===== src/common/axi_mem_pkg.sv =====
/*
 * Shared definitions for the AXI to memory message bridge.
 * Message types, sizes, payload structs and AXI response codes.
 */

package axi_mem_pkg;

  localparam int mem_addr_width = 40;
  localparam int mem_data_width = 64;
  localparam int src_id_width   = 8;

  typedef enum logic {
    msg_uc_rd = 1'b0,
    msg_uc_wr = 1'b1
  } msg_type_e;

  // Log2 of the byte count.
  typedef enum logic [2:0] {
    msg_size_1 = 3'd0,
    msg_size_2 = 3'd1,
    msg_size_4 = 3'd2,
    msg_size_8 = 3'd3
  } msg_size_e;

  typedef struct packed {
    msg_type_e                 msg_type;
    msg_size_e                 size;
    logic [mem_addr_width-1:0] addr;
    logic [src_id_width-1:0]   src_id;
    logic [mem_data_width-1:0] data;
  } mem_fwd_msg_t; // 116 bits.

  typedef struct packed {
    msg_type_e                 msg_type;
    msg_size_e                 size;
    logic [mem_addr_width-1:0] addr;
    logic [mem_data_width-1:0] data;
  } mem_rev_msg_t; // 108 bits.

  localparam logic [1:0] axi_resp_okay   = 2'b00;
  localparam logic [1:0] axi_resp_slverr = 2'b10;

endpackage

===== src/logic/axi_mem_bridge.sv =====
/*
 * AXI4 subordinate to uncached memory message bridge.
 * One read and one write in flight, sharing one request stream.
 */
`timescale 1ns/1ps

module axi_mem_bridge
  import axi_mem_pkg::*;
#(
  parameter int id_width_p = 4
) (
  input  logic                      clk_i,
  input  logic                      arst_n_i,
  input  logic [63:0]               s_axi_awaddr_i,
  input  logic [id_width_p-1:0]     s_axi_awid_i,
  input  logic [7:0]                s_axi_awlen_i,
  input  logic [2:0]                s_axi_awsize_i,
  input  logic                      s_axi_awvalid_i,
  output logic                      s_axi_awready_o,
  input  logic [63:0]               s_axi_wdata_i,
  input  logic [7:0]                s_axi_wstrb_i,
  input  logic                      s_axi_wlast_i,
  input  logic                      s_axi_wvalid_i,
  output logic                      s_axi_wready_o,
  output logic [id_width_p-1:0]     s_axi_bid_o,
  output logic [1:0]                s_axi_bresp_o,
  output logic                      s_axi_bvalid_o,
  input  logic                      s_axi_bready_i,
  input  logic [63:0]               s_axi_araddr_i,
  input  logic [id_width_p-1:0]     s_axi_arid_i,
  input  logic [7:0]                s_axi_arlen_i,
  input  logic [2:0]                s_axi_arsize_i,
  input  logic                      s_axi_arvalid_i,
  output logic                      s_axi_arready_o,
  output logic [mem_data_width-1:0] s_axi_rdata_o,
  output logic [id_width_p-1:0]     s_axi_rid_o,
  output logic [1:0]                s_axi_rresp_o,
  output logic                      s_axi_rlast_o,
  output logic                      s_axi_rvalid_o,
  input  logic                      s_axi_rready_i,
  input  logic [src_id_width-1:0]   src_id_i,
  output mem_fwd_msg_t              mem_fwd_msg_o,
  output logic                      mem_fwd_v_o,
  input  logic                      mem_fwd_ready_i,
  input  mem_rev_msg_t              mem_rev_msg_i,
  input  logic                      mem_rev_v_i,
  output logic                      mem_rev_ready_o
);

  mem_fwd_msg_t              wr_req_msg;
  mem_fwd_msg_t              rd_req_msg;
  mem_fwd_msg_t              arb_fwd_msg;
  mem_rev_msg_t              rev_buf_msg;
  logic                      wr_req_v;
  logic                      wr_req_ready;
  logic                      rd_req_v;
  logic                      rd_req_ready;
  logic                      arb_fwd_v;
  logic                      arb_fwd_ready;
  logic                      rev_buf_v;
  logic                      rev_buf_ready;
  logic                      wr_rsp_v;
  logic                      wr_rsp_ready;
  logic                      rd_rsp_v;
  logic                      rd_rsp_ready;
  logic [mem_data_width-1:0] rd_rsp_data;

  // ########################################
  // AXI front ends
  // ########################################
  axi_sub_write #(.id_width_p(id_width_p)) u_write (
    .clk_i, .arst_n_i,
    .s_axi_awaddr_i, .s_axi_awid_i, .s_axi_awlen_i, .s_axi_awsize_i,
    .s_axi_awvalid_i, .s_axi_awready_o,
    .s_axi_wdata_i, .s_axi_wstrb_i, .s_axi_wlast_i, .s_axi_wvalid_i, .s_axi_wready_o,
    .s_axi_bid_o, .s_axi_bresp_o, .s_axi_bvalid_o, .s_axi_bready_i,
    .src_id_i,
    .req_msg_o(wr_req_msg), .req_v_o(wr_req_v), .req_ready_i(wr_req_ready),
    .rsp_v_i(wr_rsp_v), .rsp_ready_o(wr_rsp_ready)
  );

  axi_sub_read #(.id_width_p(id_width_p)) u_read (
    .clk_i, .arst_n_i,
    .s_axi_araddr_i, .s_axi_arid_i, .s_axi_arlen_i, .s_axi_arsize_i,
    .s_axi_arvalid_i, .s_axi_arready_o,
    .s_axi_rdata_o, .s_axi_rid_o, .s_axi_rresp_o, .s_axi_rlast_o,
    .s_axi_rvalid_o, .s_axi_rready_i,
    .src_id_i,
    .req_msg_o(rd_req_msg), .req_v_o(rd_req_v), .req_ready_i(rd_req_ready),
    .rsp_data_i(rd_rsp_data), .rsp_v_i(rd_rsp_v), .rsp_ready_o(rd_rsp_ready)
  );

  // ########################################
  // Message streams
  // ########################################
  msg_arbiter u_arb (
    .clk_i, .arst_n_i,
    .wr_msg_i(wr_req_msg), .wr_v_i(wr_req_v), .wr_ready_o(wr_req_ready),
    .rd_msg_i(rd_req_msg), .rd_v_i(rd_req_v), .rd_ready_o(rd_req_ready),
    .fwd_msg_o(arb_fwd_msg), .fwd_v_o(arb_fwd_v), .fwd_ready_i(arb_fwd_ready),
    .rev_msg_i(rev_buf_msg), .rev_v_i(rev_buf_v), .rev_ready_o(rev_buf_ready),
    .wr_rsp_v_o(wr_rsp_v), .rd_rsp_v_o(rd_rsp_v), .rd_rsp_data_o(rd_rsp_data),
    .wr_rsp_ready_i(wr_rsp_ready), .rd_rsp_ready_i(rd_rsp_ready)
  );

  msg_buffer #(.msg_t(mem_fwd_msg_t)) u_fwd_buf (
    .clk_i, .arst_n_i,
    .msg_i(arb_fwd_msg), .v_i(arb_fwd_v), .ready_o(arb_fwd_ready),
    .msg_o(mem_fwd_msg_o), .v_o(mem_fwd_v_o), .ready_i(mem_fwd_ready_i)
  );

  msg_buffer #(.msg_t(mem_rev_msg_t)) u_rev_buf (
    .clk_i, .arst_n_i,
    .msg_i(mem_rev_msg_i), .v_i(mem_rev_v_i), .ready_o(mem_rev_ready_o),
    .msg_o(rev_buf_msg), .v_o(rev_buf_v), .ready_i(rev_buf_ready)
  );

endmodule


===== src/axi_sub/axi_sub_read.sv =====
/*
 * AXI read subordinate. Takes one AR beat, sends an uncached read
 * request and returns the data as a single R beat.
 */
`timescale 1ns/1ps

module axi_sub_read
  import axi_mem_pkg::*;
#(
  parameter int id_width_p = 4
) (
  input  logic                      clk_i,
  input  logic                      arst_n_i,
  input  logic [63:0]               s_axi_araddr_i,
  input  logic [id_width_p-1:0]     s_axi_arid_i,
  input  logic [7:0]                s_axi_arlen_i,
  input  logic [2:0]                s_axi_arsize_i,
  input  logic                      s_axi_arvalid_i,
  output logic                      s_axi_arready_o,
  output logic [mem_data_width-1:0] s_axi_rdata_o,
  output logic [id_width_p-1:0]     s_axi_rid_o,
  output logic [1:0]                s_axi_rresp_o,
  output logic                      s_axi_rlast_o,
  output logic                      s_axi_rvalid_o,
  input  logic                      s_axi_rready_i,
  input  logic [src_id_width-1:0]   src_id_i,
  output mem_fwd_msg_t              req_msg_o,
  output logic                      req_v_o,
  input  logic                      req_ready_i,
  input  logic [mem_data_width-1:0] rsp_data_i,
  input  logic                      rsp_v_i,
  output logic                      rsp_ready_o
);

  typedef enum logic [1:0] {st_idle, st_request, st_wait_rsp, st_respond} state_e;

  state_e                    state_q;
  logic                      err_q;
  logic [id_width_p-1:0]     id_q;
  logic [mem_addr_width-1:0] addr_q;
  logic [2:0]                size_q;
  logic [mem_data_width-1:0] data_q;
  logic                      ar_hs;

  assign s_axi_arready_o = (state_q == st_idle);
  assign ar_hs = s_axi_arvalid_i & s_axi_arready_o;

  always_ff @(posedge clk_i or negedge arst_n_i) begin
    if (!arst_n_i) begin
      state_q <= st_idle;
      err_q   <= 1'b0;
    end else begin
      case (state_q)
        st_idle: begin
          if (ar_hs) begin
            err_q   <= (s_axi_arlen_i != 8'd0);
            state_q <= (s_axi_arlen_i != 8'd0) ? st_respond : st_request;
          end
        end
        st_request: begin
          if (req_ready_i) state_q <= st_wait_rsp;
        end
        st_wait_rsp: begin
          if (rsp_v_i) state_q <= st_respond;
        end
        st_respond: begin
          if (s_axi_rready_i) state_q <= st_idle;
        end
        default: state_q <= st_idle;
      endcase
    end
  end

  always_ff @(posedge clk_i) begin
    if (ar_hs) begin
      id_q   <= s_axi_arid_i;
      addr_q <= s_axi_araddr_i[mem_addr_width-1:0];
      size_q <= s_axi_arsize_i;
    end
    if (rsp_v_i && rsp_ready_o) begin
      data_q <= rsp_data_i; // Held for R.
    end
  end

  always_comb begin
    req_msg_o          = '0; // No write data on reads.
    req_msg_o.msg_type = msg_uc_rd;
    req_msg_o.size     = msg_size_e'(size_q);
    req_msg_o.addr     = addr_q;
    req_msg_o.src_id   = src_id_i;
  end

  assign req_v_o        = (state_q == st_request);
  assign rsp_ready_o    = (state_q == st_wait_rsp);
  assign s_axi_rvalid_o = (state_q == st_respond);
  assign s_axi_rdata_o  = data_q;
  assign s_axi_rid_o    = id_q;
  assign s_axi_rresp_o  = err_q ? axi_resp_slverr : axi_resp_okay;
  assign s_axi_rlast_o  = 1'b1; // Single beat only.

endmodule


===== src/axi_sub/axi_sub_write.sv =====
/*
 * AXI write subordinate. Collects one AW and one W beat in either
 * order, sends an uncached write request and answers on B.
 */
`timescale 1ns/1ps

module axi_sub_write
  import axi_mem_pkg::*;
#(
  parameter int id_width_p = 4
) (
  input  logic                      clk_i,
  input  logic                      arst_n_i,
  input  logic [63:0]               s_axi_awaddr_i,
  input  logic [id_width_p-1:0]     s_axi_awid_i,
  input  logic [7:0]                s_axi_awlen_i,
  input  logic [2:0]                s_axi_awsize_i,
  input  logic                      s_axi_awvalid_i,
  output logic                      s_axi_awready_o,
  input  logic [63:0]               s_axi_wdata_i,
  input  logic [7:0]                s_axi_wstrb_i,
  input  logic                      s_axi_wlast_i,
  input  logic                      s_axi_wvalid_i,
  output logic                      s_axi_wready_o,
  output logic [id_width_p-1:0]     s_axi_bid_o,
  output logic [1:0]                s_axi_bresp_o,
  output logic                      s_axi_bvalid_o,
  input  logic                      s_axi_bready_i,
  input  logic [src_id_width-1:0]   src_id_i,
  output mem_fwd_msg_t              req_msg_o,
  output logic                      req_v_o,
  input  logic                      req_ready_i,
  input  logic                      rsp_v_i,
  output logic                      rsp_ready_o
);

  typedef enum logic [2:0] {st_idle, st_collect, st_request, st_wait_rsp, st_respond} state_e;

  state_e                    state_q;
  logic                      aw_got_q;
  logic                      w_got_q;
  logic                      err_q;
  logic [id_width_p-1:0]     id_q;
  logic [mem_addr_width-1:0] addr_q;
  logic [2:0]                size_q;
  logic [mem_data_width-1:0] data_q;
  logic                      aw_hs;
  logic                      w_hs;
  logic                      burst_err;

  assign s_axi_awready_o = (state_q == st_idle || state_q == st_collect) && !aw_got_q;
  assign s_axi_wready_o  = (state_q == st_idle || state_q == st_collect) && !w_got_q;
  assign aw_hs = s_axi_awvalid_i & s_axi_awready_o;
  assign w_hs  = s_axi_wvalid_i & s_axi_wready_o;
  // Anything but a single last beat is refused.
  assign burst_err = err_q | (aw_hs & (s_axi_awlen_i != 8'd0)) | (w_hs & ~s_axi_wlast_i);

  // ########################################
  // Control FSM
  // ########################################
  always_ff @(posedge clk_i or negedge arst_n_i) begin
    if (!arst_n_i) begin
      state_q  <= st_idle;
      aw_got_q <= 1'b0;
      w_got_q  <= 1'b0;
      err_q    <= 1'b0;
    end else begin
      case (state_q)
        st_idle, st_collect: begin
          if (aw_hs || w_hs) begin
            aw_got_q <= aw_got_q | aw_hs;
            w_got_q  <= w_got_q | w_hs;
            err_q    <= burst_err;
          end
          if ((aw_got_q || aw_hs) && (w_got_q || w_hs)) begin
            state_q <= burst_err ? st_respond : st_request; // Errors skip memory.
          end else if (aw_hs || w_hs) begin
            state_q <= st_collect;
          end
        end
        st_request: begin
          if (req_ready_i) state_q <= st_wait_rsp;
        end
        st_wait_rsp: begin
          if (rsp_v_i) state_q <= st_respond;
        end
        st_respond: begin
          if (s_axi_bready_i) begin
            state_q  <= st_idle;
            aw_got_q <= 1'b0;
            w_got_q  <= 1'b0;
            err_q    <= 1'b0;
          end
        end
        default: state_q <= st_idle;
      endcase
    end
  end

  // Beat holding registers.
  always_ff @(posedge clk_i) begin
    if (aw_hs) begin
      id_q   <= s_axi_awid_i;
      addr_q <= s_axi_awaddr_i[mem_addr_width-1:0]; // Upper bits dropped.
      size_q <= s_axi_awsize_i;
    end
    if (w_hs) begin
      data_q <= s_axi_wdata_i; // Strobes not forwarded.
    end
  end

  always_comb begin
    req_msg_o          = '0;
    req_msg_o.msg_type = msg_uc_wr;
    req_msg_o.size     = msg_size_e'(size_q);
    req_msg_o.addr     = addr_q;
    req_msg_o.src_id   = src_id_i;
    req_msg_o.data     = data_q;
  end

  assign req_v_o        = (state_q == st_request);
  assign rsp_ready_o    = (state_q == st_wait_rsp);
  assign s_axi_bvalid_o = (state_q == st_respond);
  assign s_axi_bid_o    = id_q;
  assign s_axi_bresp_o  = err_q ? axi_resp_slverr : axi_resp_okay;

  // B holds until the manager takes it.
  a_bvalid_hold: assert property (
    @(posedge clk_i) disable iff (!arst_n_i)
    s_axi_bvalid_o && !s_axi_bready_i |=> s_axi_bvalid_o && $stable(s_axi_bid_o)
  );

endmodule


===== src/logic/msg_arbiter.sv =====
/*
 * Round-robin arbiter for the write and read request streams, and
 * router that returns response messages to the unit by type.
 */
`timescale 1ns/1ps

module msg_arbiter
  import axi_mem_pkg::*;
(
  input  logic                      clk_i,
  input  logic                      arst_n_i,
  input  mem_fwd_msg_t              wr_msg_i,
  input  logic                      wr_v_i,
  output logic                      wr_ready_o,
  input  mem_fwd_msg_t              rd_msg_i,
  input  logic                      rd_v_i,
  output logic                      rd_ready_o,
  output mem_fwd_msg_t              fwd_msg_o,
  output logic                      fwd_v_o,
  input  logic                      fwd_ready_i,
  input  mem_rev_msg_t              rev_msg_i,
  input  logic                      rev_v_i,
  output logic                      rev_ready_o,
  output logic                      wr_rsp_v_o,
  output logic                      rd_rsp_v_o,
  output logic [mem_data_width-1:0] rd_rsp_data_o,
  input  logic                      wr_rsp_ready_i,
  input  logic                      rd_rsp_ready_i
);

  logic last_wr_q;  // Write won the last transfer.
  logic hold_q;     // Grant is locked by a stall.
  logic hold_wr_q;
  logic wr_gnt;
  logic rd_gnt;
  logic rev_is_wr;

  // ########################################
  // Forward arbitration
  // ########################################
  always_comb begin
    if (hold_q) begin
      wr_gnt = hold_wr_q;
      rd_gnt = ~hold_wr_q;
    end else if (wr_v_i && rd_v_i) begin
      wr_gnt = ~last_wr_q; // Loser of last round goes first.
      rd_gnt = last_wr_q;
    end else begin
      wr_gnt = wr_v_i;
      rd_gnt = rd_v_i;
    end
  end

  assign fwd_v_o    = (wr_gnt & wr_v_i) | (rd_gnt & rd_v_i);
  assign fwd_msg_o  = wr_gnt ? wr_msg_i : rd_msg_i;
  assign wr_ready_o = wr_gnt & fwd_ready_i;
  assign rd_ready_o = rd_gnt & fwd_ready_i;

  always_ff @(posedge clk_i or negedge arst_n_i) begin
    if (!arst_n_i) begin
      last_wr_q <= 1'b0;
      hold_q    <= 1'b0;
      hold_wr_q <= 1'b0;
    end else begin
      hold_q    <= fwd_v_o & ~fwd_ready_i;
      hold_wr_q <= wr_gnt;
      if (fwd_v_o && fwd_ready_i) begin
        last_wr_q <= wr_gnt;
      end
    end
  end

  // ########################################
  // Response routing
  // ########################################
  assign rev_is_wr     = (rev_msg_i.msg_type == msg_uc_wr);
  assign wr_rsp_v_o    = rev_v_i & rev_is_wr;
  assign rd_rsp_v_o    = rev_v_i & ~rev_is_wr;
  assign rd_rsp_data_o = rev_msg_i.data;
  assign rev_ready_o   = rev_is_wr ? wr_rsp_ready_i : rd_rsp_ready_i;

  a_grant_excl: assert property (
    @(posedge clk_i) disable iff (!arst_n_i)
    !(wr_gnt && rd_gnt)
  );

endmodule


===== src/logic/msg_buffer.sv =====
/*
 * One-entry registered stream buffer for any message type.
 * Sustains one item per cycle when the consumer keeps up.
 */
`timescale 1ns/1ps

module msg_buffer #(
  parameter type msg_t = logic
) (
  input  logic clk_i,
  input  logic arst_n_i,
  input  msg_t msg_i,
  input  logic v_i,
  output logic ready_o,
  output msg_t msg_o,
  output logic v_o,
  input  logic ready_i
);

  logic full_q;
  msg_t msg_q;

  // Accepts while empty or while the slot drains.
  assign ready_o = ~full_q | ready_i;
  assign v_o     = full_q;
  assign msg_o   = msg_q;

  always_ff @(posedge clk_i or negedge arst_n_i) begin
    if (!arst_n_i) begin
      full_q <= 1'b0;
    end else if (ready_o) begin
      full_q <= v_i;
    end
  end

  always_ff @(posedge clk_i) begin
    if (v_i && ready_o) begin
      msg_q <= msg_i; // Payload slot.
    end
  end

  a_msg_stable: assert property (
    @(posedge clk_i) disable iff (!arst_n_i)
    v_o && !ready_i |=> v_o && $stable(msg_o)
  );

endmodule


===== config.mk =====
export PLATFORM = sky130hd
export DESIGN_NAME = axi_mem_bridge
export DESIGN_NICKNAME = d
export VERILOG_FILES = /design/src/common/axi_mem_pkg.sv /design/src/logic/axi_mem_bridge.sv /design/src/axi_sub/axi_sub_read.sv /design/src/axi_sub/axi_sub_write.sv /design/src/logic/msg_arbiter.sv /design/src/logic/msg_buffer.sv
export SDC_FILE = /design/constraint.sdc
export NUM_CORES = 1
export LEC_CHECK = 0
export BUFFER_PORTS_ARGS = -buffer_cell sky130_fd_sc_hd__buf_4
export CAP_MARGIN = 20
export CORE_AREA = 2 2 215 217
export DETAILED_ROUTE_END_ITERATION = 8
export DIE_AREA = 0 0 217 219
export GPL_TIMING_DRIVEN = 1
export PLACE_DENSITY = 0.58
export SKIP_LAST_GASP = 1
export SYNTH_ARGS = -nofsm -noshare
export SYNTH_HDL_FRONTEND = slang
export SYNTH_SLANG_ARGS = --single-unit

===== constraint.sdc =====
create_clock -name clk_i -period 7.3 [get_ports clk_i]
set_clock_uncertainty 0.15 [all_clocks]
set_input_delay 1.095 -clock clk_i [delete_from_list [all_inputs] [get_ports clk_i]]
set_output_delay 1.095 -clock clk_i [all_outputs]
set_load 0.1 [all_outputs]

==> run summary <==
status = completed
Sink Count = 417
largest net degree at the start of global routing = 96
Avg Cell Area, Syn = 22.4 um2
ant diodes = 0
maxcap violations = 0
WP data required = 6.05 ns
Tmin final = 3.54 ns
detailed-route via count = 7341
area delta synth->final = 39.8%
die area = 47500 um2
gpl congestion = 0.772
cts bufs inserted = 45
Cells after Synth = 629
Synth top area share = 86.0%
fin crit share = 48.4%
max-slew violation count = 0
Residual DRC = 0
Clk Latency, worst-skew pair = 0.55 ns
clock-pin slew on the worst setup and hold paths = 0.06 ns
area leader, netlist = edfxtp_1
Post-DP HPWL = 22.1 mm
final hold viol count = 0
Synth Cell Area = 14100 um2
Synth Register Bits = 417
gr usage total = 13.0%
worst reg-to-reg path cell count = 5
WL/cell = 18.3 um
Crit Path Category = reg -> out
number of library cell types mapped by synthesis = 40
Initial Util = 31.2%
final WL = 32.0 mm
# rows = 78
async set-reset flop share out of synthesis = 3.36%
IO buf count = 453
synth warn = 0
vias in the first global route = 7573
ys flop type = edfxtp_1
# hold bufs at CTS = 0
Core Footprint = 45100 um2
# Post-CTS Setup Buffers = 0
vias per cell = 4.19
Post-synth EDFFs = 403
Fmax = 283 MHz
top cells by area, synth = edfxtp_1 (86%), and2_1 (3.0%), dfrtp_1 (2.5%)
Total Nets Final = 1478
Crit. End Element = output port
Inst Count DP = 1671
measured slew at the worst slew-check pin = 1.07 ns
FILL cells = 4040
Slew HR = 28.5%
RR Endpoint = u_fwd_buf.msg_o[65]
Clock Tree Buf Depth = 3
Seq/Total Area, Yosys = 88.5%
R2R Setup Slk = 3.94 ns
Setup Total Neg Slack = 0 ns
drt pass-1 iters = 4
Die Y = 219 um
RSZ-0062 raised after global routing = no
antenna violations before repair = 0
first-pass GRT wire length = 46.1 mm
CP max FO = 10
CTS root buf = clkbuf_16
HP Class = in -> async
RR Startpoint = u_write.state_q[1]
Die X-Extent = 217 um
GRT overflow = 0
H-tree depth = 2
Resized cells post-CTS = 0
critical path data arrival time = 2.29 ns
share of cells above drive strength 1 = 47.8%
CP startpoint kind = flop
final setup fails = 0
CTS tree = yes
Layout Cells excl Fill = 1750
Routed Antenna Nets = 0
1st-iter DRT viols = 428
IO Pins = 556
-- layer usage --
| layer | GRT usage, % | vias up | share of wire [%] |
|---|---|---|---|
| met2 | 22.1 | 318 | 50 |
| li1 | - | 3397 | - |
| met1 | 14.4 | 3568 | 36 |
| met5 | 0 | - | 0 |
| met4 | 5.18 | 0 | 2.8 |
| met3 | 5.59 | 58 | 11 |
-- state kept, by name, summed over array words and instances (netlist names), 2 cells and up --
register,flops
u_read.s_axi_rid_o,4
u_read.s_axi_rdata_o,64
u_read.addr_q,40
u_write.addr_q,40
u_write.state_q,3
u_read.state_q,2
u_write.s_axi_bid_o,4
u_write.size_q,3
u_rev_buf.msg_o,65
u_read.size_q,3
u_fwd_buf.msg_o,116
u_write.data_q,64
-- cell type report --
cell class / instances / area [um2] / area share (%)
clock buffer: 51 / 1150 / 5.84
multi-input combinational: 187 / 1470 / 7.47
inverter: 6 / 22.5 / 0.115
timing repair buffer: 461 / 3460 / 17.6
clock inverter: 28 / 355 / 1.81
tap: 600 / 751 / 3.82
sequential: 417 / 12500 / 63.3
-- critical path, cell delays in order, from the launching register on --
cell and delay (ns):
dfrtp_1 0.57, nor2b_1 0.33, a21boi_0 0.13, o21ai_0 0.34, buf_4 0.37
-- layout by cell type (no fill, tap or decap), drive strengths merged, types with 3 or more instances in the layout --
master	count
a21o	4
a21oi	3
and2	67
buf	461
bufinv	8
clkbuf	51
clkinv	16
conb	3
dfrtp	14
edfxtp	403
ha	4
inv	8
mux2	44
mux2i	4
nand2	6
nand2b	6
nor2	15
nor4b	3
-- Yosys cell counts, drive strengths merged (3+ instances only) --
| cell type | instances |
|---|---|
| nand2b | 6 |
| edfxtp | 403 |
| and2 | 67 |
| nor4b | 3 |
| dfrtp | 14 |
| mux2i | 4 |
| nand2 | 6 |
| inv | 6 |
| ha | 4 |
| buf | 15 |
| clkbuf | 5 |
| mux2 | 44 |
| nor2 | 15 |
| a21oi | 3 |
| a21o | 4 |
-- stage by stage --
step	setup WS (ns)	hold slack (ns)	utilization (%)	instance area [um2]
final	3.76	0.249	43.6	19700
after global placement	3.94	0.251	40.3	18200
after floorplan	0.565	0.250	-	14100
after CTS	3.69	0.207	43.6	19700
after global routing	3.52	0.224	43.6	19700
after detailed placement	3.86	0.255	40.3	18200
-- logic make-up after synthesis --
kind of cell    after synthesis  synth area share [%]
compound gates               23                  1.22
fa+ha+maj                     4                 0.356
buf+inv                      26                  1.28
flops                       417                  88.5
mux                          48                  3.81
other cells                   2                0.0534
simple gates                109                  4.75
-- worst max-delay path by stage --
stage	start	to	slack (ns)	cells after the start
2_1_floorplan	mem_fwd_ready_i	u_fwd_buf.msg_o[0]	0.57	2
3_3_place_gp	mem_fwd_ready_i	u_fwd_buf.msg_o[62]	3.94	4
3_5_place_dp	u_write.state_q[1]	u_fwd_buf.msg_o[62]	3.86	5
4_1_cts	u_write.state_q[1]	mem_rev_ready_o	3.69	4
5_1_grt	u_write.state_q[1]	mem_rev_ready_o	3.52	4
6_report	u_write.state_q[1]	mem_rev_ready_o	3.76	4
Power is not shown: default switching activity piles up to over one toggle a cycle in this logic, so the estimate is an artifact.
